### src/simon_pkg.sv
package simon_pkg;

    // Colour code and sequence store
    localparam int COLOR_W   = 2;
    localparam int MAX_TURNS = 32;
    localparam int TURN_W    = 5;

    // Completed rounds fit up to MAX_TURNS
    localparam int SCORE_W   = 6;

    // Lamp step pacing
    localparam int STEP_TICKS = 4;
    localparam int TIMER_W    = 3;

    // Galois LFSR for the colour source
    localparam int              LFSR_W    = 16;
    localparam logic [LFSR_W-1:0] LFSR_SEED = 16'hACE1;
    localparam logic [LFSR_W-1:0] LFSR_TAPS = 16'hB400;

    // Controller state encoding
    typedef enum logic [2:0] {
        CTRL_IDLE_S      = 3'd0,
        CTRL_ADD_COLOR_S = 3'd1,
        CTRL_DISPLAY_S   = 3'd2,
        CTRL_DISPLAY2_S  = 3'd3,
        CTRL_INPUT_S     = 3'd4,
        CTRL_WIN_S       = 3'd5,
        CTRL_END_S       = 3'd6
    } ctrl_state_e;

endpackage : simon_pkg
### src/simon_top.sv
`timescale 1ns/1ps

module simon_top import simon_pkg::*; (
    input  logic               CLK,
    input  logic               RST_N,
    input  logic [3:0]         buttons,
    input  logic               start_game,
    output logic [COLOR_W-1:0] lamp_color,
    output logic               lamp_on,
    output logic               win,
    output logic               lose,
    output logic               new_best,
    output logic [SCORE_W-1:0] best_score,
    output logic [SCORE_W-1:0] score
);

    logic [COLOR_W-1:0] press_color;
    logic               press_valid;
    logic [COLOR_W-1:0] rand_color;
    logic               color_take;
    logic               timer_go;
    logic               timer_pulse;

    button_encoder u_button_encoder (
        .CLK         (CLK),
        .RST_N       (RST_N),
        .buttons     (buttons),
        .press_color (press_color),
        .press_valid (press_valid)
    );

    color_lfsr u_color_lfsr (
        .CLK        (CLK),
        .RST_N      (RST_N),
        .color_take (color_take),
        .rand_color (rand_color)
    );

    step_timer u_step_timer (
        .CLK         (CLK),
        .RST_N       (RST_N),
        .timer_go    (timer_go),
        .timer_pulse (timer_pulse)
    );

    simon_controller u_simon_controller (
        .CLK         (CLK),
        .RST_N       (RST_N),
        .start_game  (start_game),
        .press_color (press_color),
        .press_valid (press_valid),
        .rand_color  (rand_color),
        .timer_pulse (timer_pulse),
        .color_take  (color_take),
        .timer_go    (timer_go),
        .lamp_color  (lamp_color),
        .lamp_on     (lamp_on),
        .win         (win),
        .lose        (lose),
        .new_best    (new_best),
        .score       (score),
        .best_score  (best_score)
    );

endmodule : simon_top

### src/simon_controller.sv
`timescale 1ns/1ps

module simon_controller import simon_pkg::*; (
    input  logic               CLK,
    input  logic               RST_N,
    input  logic               start_game,
    input  logic [COLOR_W-1:0] press_color,
    input  logic               press_valid,
    input  logic [COLOR_W-1:0] rand_color,
    input  logic               timer_pulse,
    output logic               color_take,
    output logic               timer_go,
    output logic [COLOR_W-1:0] lamp_color,
    output logic               lamp_on,
    output logic               win,
    output logic               lose,
    output logic               new_best,
    output logic [SCORE_W-1:0] score,
    output logic [SCORE_W-1:0] best_score
);

    ctrl_state_e state;

    // Entry being shown or checked
    logic [TURN_W-1:0] step_idx;
    // Colours held in the store this game
    logic [TURN_W-1:0] round_cnt;
    // Game ended by a full store
    logic              won;
    logic              store_full;
    logic              store_wr;

    logic [COLOR_W-1:0] store [MAX_TURNS];

    assign store_full = (round_cnt == TURN_W'(MAX_TURNS - 1));
    assign store_wr   = (state == CTRL_ADD_COLOR_S) && !store_full;

    // Colour store
    always_ff @(posedge CLK) begin
        if (store_wr) begin
            store[round_cnt] <= rand_color;
        end
    end

    always_ff @(posedge CLK or negedge RST_N) begin
        if (!RST_N) begin
            state      <= CTRL_IDLE_S;
            step_idx   <= '0;
            round_cnt  <= '0;
            won        <= 1'b0;
            color_take <= 1'b0;
            timer_go   <= 1'b0;
            lamp_color <= COLOR_W'(3);
            lamp_on    <= 1'b0;
            win        <= 1'b0;
            lose       <= 1'b0;
            new_best   <= 1'b0;
            score      <= '0;
            best_score <= '0;
        end else begin
            // Pulses drop back by default
            color_take <= 1'b0;
            timer_go   <= 1'b0;
            win        <= 1'b0;
            lose       <= 1'b0;
            new_best   <= 1'b0;

            unique case (state)
                CTRL_IDLE_S: begin
                    step_idx  <= '0;
                    round_cnt <= '0;
                    if (start_game) begin
                        score <= '0;
                        won   <= 1'b0;
                        state <= CTRL_ADD_COLOR_S;
                    end
                end

                CTRL_ADD_COLOR_S: begin
                    if (store_full) begin
                        state <= CTRL_WIN_S;
                    end else begin
                        // Store write happens in the store block
                        color_take <= 1'b1;
                        state      <= CTRL_DISPLAY_S;
                    end
                end

                CTRL_DISPLAY_S: begin
                    lamp_on    <= 1'b1;
                    lamp_color <= store[step_idx];
                    timer_go   <= 1'b1;
                    state      <= CTRL_DISPLAY2_S;
                end

                CTRL_DISPLAY2_S: begin
                    if (timer_pulse) begin
                        lamp_on <= 1'b0;
                        if (step_idx == round_cnt) begin
                            // Whole sequence shown, hand over to the player
                            step_idx  <= '0;
                            round_cnt <= round_cnt + 1'b1;
                            state     <= CTRL_INPUT_S;
                        end else begin
                            step_idx <= step_idx + 1'b1;
                            state    <= CTRL_DISPLAY_S;
                        end
                    end
                end

                CTRL_INPUT_S: begin
                    if (press_valid) begin
                        if (press_color == store[step_idx]) begin
                            if (step_idx == round_cnt - 1'b1) begin
                                step_idx <= '0;
                                score    <= score + 1'b1;
                                state    <= CTRL_ADD_COLOR_S;
                            end else begin
                                step_idx <= step_idx + 1'b1;
                            end
                        end else begin
                            won   <= 1'b0;
                            state <= CTRL_END_S;
                        end
                    end
                end

                CTRL_WIN_S: begin
                    won   <= 1'b1;
                    state <= CTRL_END_S;
                end

                CTRL_END_S: begin
                    win  <= won;
                    lose <= !won;
                    // Best score kept across games
                    if (score > best_score) begin
                        best_score <= score;
                        new_best   <= 1'b1;
                    end
                    state <= CTRL_IDLE_S;
                end

                default: begin
                    state <= CTRL_IDLE_S;
                end
            endcase
        end
    end

    a_state_legal : assert property (@(posedge CLK) disable iff (!RST_N)
        state inside {CTRL_IDLE_S, CTRL_ADD_COLOR_S, CTRL_DISPLAY_S, CTRL_DISPLAY2_S,
                      CTRL_INPUT_S, CTRL_WIN_S, CTRL_END_S})
        else $error("simon_controller in illegal state %0d", state);

    a_win_lose_excl : assert property (@(posedge CLK) disable iff (!RST_N)
        !(win && lose))
        else $error("simon_controller raised win and lose together");

endmodule : simon_controller

### src/button_encoder.sv
`timescale 1ns/1ps

module button_encoder import simon_pkg::*; (
    input  logic               CLK,
    input  logic               RST_N,
    input  logic [3:0]         buttons,
    output logic [COLOR_W-1:0] press_color,
    output logic               press_valid
);

    logic [3:0]         sync_meta;
    logic [3:0]         sync_btn;
    logic [3:0]         prev_btn;
    logic [3:0]         new_press;
    logic               accept;
    logic [COLOR_W-1:0] btn_code;

    // Two-flop synchroniser plus a delayed copy for edge detection
    always_ff @(posedge CLK or negedge RST_N) begin
        if (!RST_N) begin
            sync_meta <= '0;
            sync_btn  <= '0;
            prev_btn  <= '0;
        end else begin
            sync_meta <= buttons;
            sync_btn  <= sync_meta;
            prev_btn  <= sync_btn;
        end
    end

    assign new_press = sync_btn & ~prev_btn;

    // Only a lone button counts, anything chorded is dropped
    assign accept = $onehot(sync_btn) && (new_press != '0);

    always_comb begin
        unique case (sync_btn)
            4'b0010: btn_code = COLOR_W'(1);
            4'b0100: btn_code = COLOR_W'(2);
            4'b1000: btn_code = COLOR_W'(3);
            default: btn_code = COLOR_W'(0);
        endcase
    end

    always_ff @(posedge CLK or negedge RST_N) begin
        if (!RST_N) begin
            press_valid <= 1'b0;
        end else begin
            press_valid <= accept;
        end
    end

    always_ff @(posedge CLK) begin
        if (accept) begin
            press_color <= btn_code;
        end
    end

endmodule : button_encoder

### src/step_timer.sv
`timescale 1ns/1ps

module step_timer import simon_pkg::*; (
    input  logic CLK,
    input  logic RST_N,
    input  logic timer_go,
    output logic timer_pulse
);

    logic [TIMER_W-1:0] count;

    always_ff @(posedge CLK or negedge RST_N) begin
        if (!RST_N) begin
            count       <= '0;
            timer_pulse <= 1'b0;
        end else begin
            timer_pulse <= 1'b0;
            if (timer_go) begin
                // Restart also when a step is already running
                count <= TIMER_W'(STEP_TICKS);
            end else if (count != '0) begin
                count <= count - 1'b1;
                // Count reaches one on this edge, pulse goes out with it
                if (count == TIMER_W'(2)) begin
                    timer_pulse <= 1'b1;
                end
            end
        end
    end

    // One pulse per go, never a stretched pulse
    a_pulse_single : assert property (@(posedge CLK) disable iff (!RST_N)
        timer_pulse |=> !timer_pulse)
        else $error("step_timer pulse held for two cycles");

endmodule : step_timer

### src/color_lfsr.sv
`timescale 1ns/1ps

module color_lfsr import simon_pkg::*; (
    input  logic               CLK,
    input  logic               RST_N,
    input  logic               color_take,
    output logic [COLOR_W-1:0] rand_color
);

    logic [LFSR_W-1:0] lfsr_q;
    logic [LFSR_W-1:0] lfsr_next;

    // Shift right and fold the feedback mask in when a one drops out
    assign lfsr_next = {1'b0, lfsr_q[LFSR_W-1:1]} ^ (lfsr_q[0] ? LFSR_TAPS : '0);

    always_ff @(posedge CLK or negedge RST_N) begin
        if (!RST_N) begin
            lfsr_q <= LFSR_SEED;
        end else if (color_take) begin
            lfsr_q <= lfsr_next;
        end
    end

    // Low bits give the colour on offer
    assign rand_color = lfsr_q[COLOR_W-1:0];

    // A zero state would lock the source on one colour forever
    a_lfsr_nonzero : assert property (@(posedge CLK) disable iff (!RST_N)
        lfsr_q != '0)
        else $error("color_lfsr reached the all-zero state");

endmodule : color_lfsr

### config.mk
export PLATFORM = sky130hd
export DESIGN_NAME = simon_top
export DESIGN_NICKNAME = d
export VERILOG_FILES = /design/src/simon_pkg.sv /design/src/simon_top.sv /design/src/simon_controller.sv /design/src/button_encoder.sv /design/src/step_timer.sv /design/src/color_lfsr.sv
export SDC_FILE = /design/constraint.sdc
export NUM_CORES = 1
export LEC_CHECK = 0
export ABC_CLOCK_PERIOD_IN_PS = 3370
export BUFFER_PORTS_ARGS = -buffer_cell sky130_fd_sc_hd__buf_2
export CORE_AREA = 4 4 113 115
export CTS_CLUSTER_SIZE = 20
export DETAILED_ROUTE_END_ITERATION = 10
export DIE_AREA = 0 0 117 119
export PLACE_DENSITY = 0.71
export SKIP_LAST_GASP = 1
export SLEW_MARGIN = 20
export SYNTH_ARGS = -nofsm -noshare
export SYNTH_HDL_FRONTEND = slang
export SYNTH_SLANG_ARGS = --single-unit
### constraint.sdc
create_clock -name CLK -period 3.37 [get_ports CLK]
set_input_delay 0.674 -clock CLK [delete_from_list [all_inputs] [get_ports CLK]]
set_output_delay 0.674 -clock CLK [all_outputs]
set_load 0.02 [all_outputs]
Yosys cells after proc, flatten, opt, wreduce, memory -nomap -nowiden
Memory sizes are Yosys's and may differ from the RTL's.
Cells that the tools add are included.

cells by class
  multiplexer cells = 44
  reductions and logical operators = 20
  add/subtract/negate cells = 8
  bitwise logic cells = 3
  equality and inequality tests = 23
  $lt $le $gt $ge = 1

operator list
  kind                                                    count
  two-way mux 5 bit                                       7
  two-way mux 3 bit                                       9
  two-way mux 6 bit                                       4
  case mux 3 bit (6 select lines)                         1
  two-way mux 1 bit                                       16
  two-way mux 16 bit                                      1
  XOR 15 x 16 -> 16 bit                                   1
  case mux 5 bit (3 select lines)                         1
  case mux 6 bit (2 select lines)                         1
  AND reduction 4 bit                                     3
  adder 5 x 1 -> 5 bit (second input constant)            2
  == test 5 bit                                           2
  case mux 5 bit (2 select lines)                         1
  == test 3 x 2 -> 1 bit (second input constant)          3
  == test 3 bit (second input constant)                   3
  nonzero test 3 bit                                      3
  inequality test 2 bit (second input constant)           4
  nonzero test 2 bit                                      4
  adder 6 x 1 -> 6 bit (second input constant)            1
  == test 3 x 1 -> 1 bit (second input constant)          2
  > comparator 6 bit                                      1
  inequality test 2 x 1 -> 1 bit (second input constant)  3
  case mux 2 bit (3 select lines)                         1
  == test 5 bit (second input constant)                   1
  20 further kinds                                        24

word-level totals
  memories = 1
  input port bits = 7
  bits in registers = 69
  word-level logic and storage cells = 121
  RAM bits = 64

memories
  name                      depth  bits a word  read ports  clocked after Yosys merged registers in  wr ports  line                    RTL
  u_simon_controller.store  32     2            1           0                                        1         simon_controller.sv:33  logic [COLOR_W-1:0] store [MAX_TURNS];

Logic depth before layout (Yosys ltp)
  word-level depth = 6
  depth in mapped cells = 11

Hierarchy
Synthesis repeated with hierarchy kept, for this count alone.

second synthesis, totals
  cells, all modules = 518
  area total of the unflattened synthesis = 6383.6 µm²

modules (own cells, without submodules)
  module            instances  seq. area each (µm²)  cells each  area an instance (µm²)
  simon_controller  1          2775.2                423         4954.8
  color_lfsr        1          410.4                 42          670.6
  button_encoder    1          385.4                 34          533.0
  step_timer        1          100.1                 19          225.2

Worst setup path before layout
Ideal clock, no wire load.

  path type = reg2reg
  start point = register u_simon_controller.step_idx[1]
  end point = register u_simon_controller.step_idx[0]
  cell stages (with the launch flop) = 12
  arrival time = 2.410 ns
  clock period less this slack = 2.536 ns
  path slack = 0.834 ns
  required time = 3.245 ns
  path buffers = 3
  cells stage by stage = dfrtp_1 -> buf_6 -> buf_6 -> mux2i_1 -> a22oi_1 -> nand3_2 -> o31ai_2 -> or3_4 -> a221oi_2 -> or2_1 -> buf_6 -> mux2_4

between the ends
  word-level cells in the longest chain between the ends = 5
  elaborated cells between the ends (all ways) = 12
  classes of those cells = eq/ne (4); mux (6); reduce/logical (1); memory (1)

RTL lines
  what                                                              line                     RTL
  start: declaration                                                simon_controller.sv:25   logic [TURN_W-1:0] step_idx;
  start signal: assignment                                          simon_controller.sv:105  step_idx <= step_idx + 1'b1;
  start signal: assignment                                          simon_controller.sv:119  step_idx <= step_idx + 1'b1;
  branches (longest 5 deep; another with memory read (32 x 2 bit))  --

Parallel ways; which one is timed is not known. The select of a mux whose other input is x is not followed.
A chain may end at the register's enable or synchronous reset.

Worst setup path in the final report
  start point = register u_simon_controller.step_idx[1]
  end point = register u_simon_controller.step_idx[1]

between the ends
  word-level cells in the longest chain between the ends = 5
  elaborated cells between the ends (all ways) = 13
  classes of those cells = add/sub (1); eq/ne (4); mux (6); reduce/logical (1); memory (1)

RTL lines
  what
  branches (longest 5 deep; another with memory read (32 x 2 bit))

Parallel ways; which one is timed is not known. The select of a mux whose other input is x is not followed.

==> impl_metrics.tcl <==
set metrics [dict create \
    synthTopCellsByCount "nor2_1 (69), edfxtp_1 (66), dfrtp_1 (57)" \
    crit_fanout 19 \
    synthMuxAreaShare_pct 7.72 \
    ios 25 \
    syn_area_per_cell_sq_um 12.2 \
    dp_hpwl_mm 8.39 \
    yosysTopAreaCellShare_pct 31.4 \
    max_freq_ghz 0.328 \
    drv_slew 0 \
    vias 4102 \
    cellPowerDensity_nw_per_um2 762 \
    grt_pass1_wl_mm 20.9 \
    drive_above_1_share_pct 19.7 \
    timing.setup.tns_ns 0 \
    die_x_um 117 \
    hp-class "reg2reg" \
    status "finished clean" \
    timing.final.crit_share_pct 90.4 \
    drt_iter0_drc 279 \
    peakVddDrop_v 0.000583 \
    synth-simple-area-share_pct 13.0 \
    ys_ff_latch 133 \
    ys_async_sr_fraction_pct 50.4 \
    fin_util_pct 60.9 \
    finalNetCount 582 \
    ys.flop_type "edfxtp_1" \
    synthCells 519 \
    dieHeight_um 119 \
    dieArea_sq_um 13900 \
    min_period_ns 3.05 \
    grt_usage_pct 19.7 \
    hold_viol 0 \
    post-route-drc-count 0 \
    gr-total-overflow 0 \
    rsz0062_at_grt "no" \
    clock_skew_ns 0.0103 \
    worstSetupPathType "reg2reg" \
    tightest_slew_ns 1.04 \
    p_leak_nw 2.85 \
    grt_pass1_vias 4259 \
    worst_setup_path_end_kind "flip-flop" \
    yosys.area_share.adder_pct 5.07 \
    seq_area_frac_synth_pct 58.1 \
    dr.pass1.iters 5 \
    relSlewSlack_pct 31.0 \
    synth_nets 551 \
    clkLatencyLatePin_ns 0.42 \
    cts.sinks 133 \
    routed_via_density 5.78 \
    synth_cell_type_count 60 \
    critical-path-max-stage-delay_ns 0.66 \
    synth.largest_area_cell "edfxtp_1" \
    synth_xor_xnor_area_share_pct 2.08 \
    clock_path_buffers 2 \
    synth_area_sq_um 6320 \
    cts.root.buffer_cell "clkbuf_16" \
    netlist_top_cells_area "edfxtp_1 (31%), dfrtp_1 (23%), ha_1 (4.8%), mux2i_1 (4.8%), dfstp_2 (4.2%)" \
    area_growth_syn_to_layout_pct 13.9 \
    path_cells "buf_12, mux2i_1, a22oi_1, nand4_1, o31ai_2, or3_4, a221oi_2, or2_1, mux2_4" \
    routedWlPerCell_um 17.7 \
    synth.most_common_cell "nor2_1" \
    antenna_found_initial 0 \
    detail-route-antenna-nets 0 \
    synth_compound_area_share_pct 10.7 \
    rows 40 \
    core_area_sq_um 11800 \
    cpMaxStageDelayCell "dfrtp_2" \
    n_antenna_cell 0 \
    crit_arrival_ns 3.35 \
    start_kind "flip-flop" \
    maxCapViolations 0 \
    synth-edff-count 66 \
    clk_pin_slew_ns 0.06 \
    post_cts_resized 0 \
    cts_max_level 4 \
    routed_wl_mm 12.5 \
    setup_violations 0 \
    routabilityCongestion 0.877 \
    reg2reg_slack_ns 0.32 \
    yosys_warnings 0 \
    cts_buffers 17 \
    required_ns 3.67 \
    cts_setup_buffers 0 \
    start_util_pct 53.5 \
    io_buffers 24 \
    grt_max_degree 68 \
    cts_tree "built" \
    synth_top_family_by_area "simple AND/OR/NAND/NOR gates" \
    ctsHoldBuffers 0 \
]
[metrics by stage]
| stage | instance area (sq um) | hold slack (ns) | std cells | worst slack (ns) | total power [mW] |
|---|---|---|---|---|---|
| global placement | 6590 | 0.336 | 678 | 0.467 | 3.55 |
| finish | 7200 | 0.352 | 710 | 0.323 | 5.48 |
| detailed placement | 6590 | 0.343 | 678 | 0.333 | 3.62 |
| global route | 7200 | 0.335 | 710 | 0.116 | 5.78 |
| CTS | 7200 | 0.340 | 710 | 0.306 | 5.53 |
| floorplan | 6320 | 0.331 | 519 | 0.834 | 3.27 |
[cell usage in the layout, fill, tap and decap left out, types with 3 or more instances in the layout]
cell,synthesis,layout
a2111oi_2,3,3
a211oi_1,3,3
a21o_1,3,3
a21oi_1,14,14
a22o_1,4,4
a22oi_1,12,12
and3_1,8,8
buf_2,2,24
buf_4,3,9
clkbuf_16,0,19
dfrtp_1,57,56
dfstp_2,10,10
edfxtp_1,66,66
ha_1,24,24
inv_1,22,22
inv_4,0,4
inv_6,0,3
mux2_2,14,14
mux2i_1,30,30
nand2_1,36,36
nand2b_1,4,4
nand3_1,9,9
nand3b_1,3,3
nand4_1,5,5
nor2_1,69,69
nor2b_1,11,11
nor3_1,3,3
nor3b_1,3,3
nor4b_1,3,3
o211ai_1,3,3
o21ai_0,15,15
o22ai_1,6,6
o31ai_2,4,4
xnor2_1,10,10
xor2_1,5,5
[path summary, 6_finish.rpt]
check,cells after the start,startpoint,endpoint
worst max-delay path,9,u_simon_controller.step_idx[1]$_DFFE_PN0P_,u_simon_controller.step_idx[1]$_DFFE_PN0P_
worst min-delay path,0,u_button_encoder.sync_meta[0]$_DFF_PN0_,u_button_encoder.sync_btn[0]$_DFF_PN0_
worst max register to register,9,u_simon_controller.step_idx[1]$_DFFE_PN0P_,u_simon_controller.step_idx[1]$_DFFE_PN0P_
worst min register to register,0,u_button_encoder.sync_meta[0]$_DFF_PN0_,u_button_encoder.sync_btn[0]$_DFF_PN0_
max in group asynchronous,2,RST_N,u_simon_controller.step_idx[1]$_DFFE_PN0P_
min in group asynchronous,2,RST_N,u_simon_controller.state[0]$_DFFE_PN0P_
[area by class of cell]
type,instances,area [sq um]
timing repair buffer,34,208
clock inverter,12,134
tap,147,184
fill,936,4610
sequential,133,3670
inverter,23,86.3
clock buffer,20,479
multi-input combinational,341,2430
[worst max-delay path: cells and delay by family (launching register included)]
family,cells,cell delay [ns]
compound gates,3,0.57
simple gates,3,0.85
flops,1,0.66
buf+inv,1,0.24
mux,2,0.59
[per-layer routing]
layer	vias to the layer above	routed length [um]	track usage (%)	part of all wire, %
met3	35	624	5.69	5.0
met2	118	6290	31.7	50
met5	-	0	0	0
met1	2014	5230	24.3	42
li1	1935	-	-	-
met4	0	389	9.25	3.1
[power breakdown]
part,total [mW],internal (mW),switching (mW)
clock,1.88,1.18,0.697
sequential,2.40,2.07,0.332
combinational,1.20,0.523,0.678
total,5.48,3.78,1.71
[cell families after synthesis]
kind of cell             count (synthesis)
AO/OA/AOI/OAI                           86
XOR/XNOR                                15
adder cells (fa/ha/maj)                 25
buffers and inverters                   45
flip-flops                             133
multiplexers                            46
AND/OR/NAND/NOR                        169
[flip-flops by register name, indices dropped and copies added (netlist names), 2 cells and up]
| register | count |
|---|---|
| u_simon_controller.store | 64 |
| u_simon_controller.score | 6 |
| u_button_encoder.press_color | 2 |
| u_step_timer.count | 3 |
| u_simon_controller.state | 3 |
| u_button_encoder.prev_btn | 4 |
| u_simon_controller.round_cnt | 5 |
| u_button_encoder.sync_meta | 4 |
| u_simon_controller.lamp_color | 2 |
| u_simon_controller.step_idx | 5 |
| u_button_encoder.sync_btn | 4 |
| u_color_lfsr.lfsr_q | 16 |
| u_simon_controller.best_score | 6 |
Power figures use the tool's default switching activity.
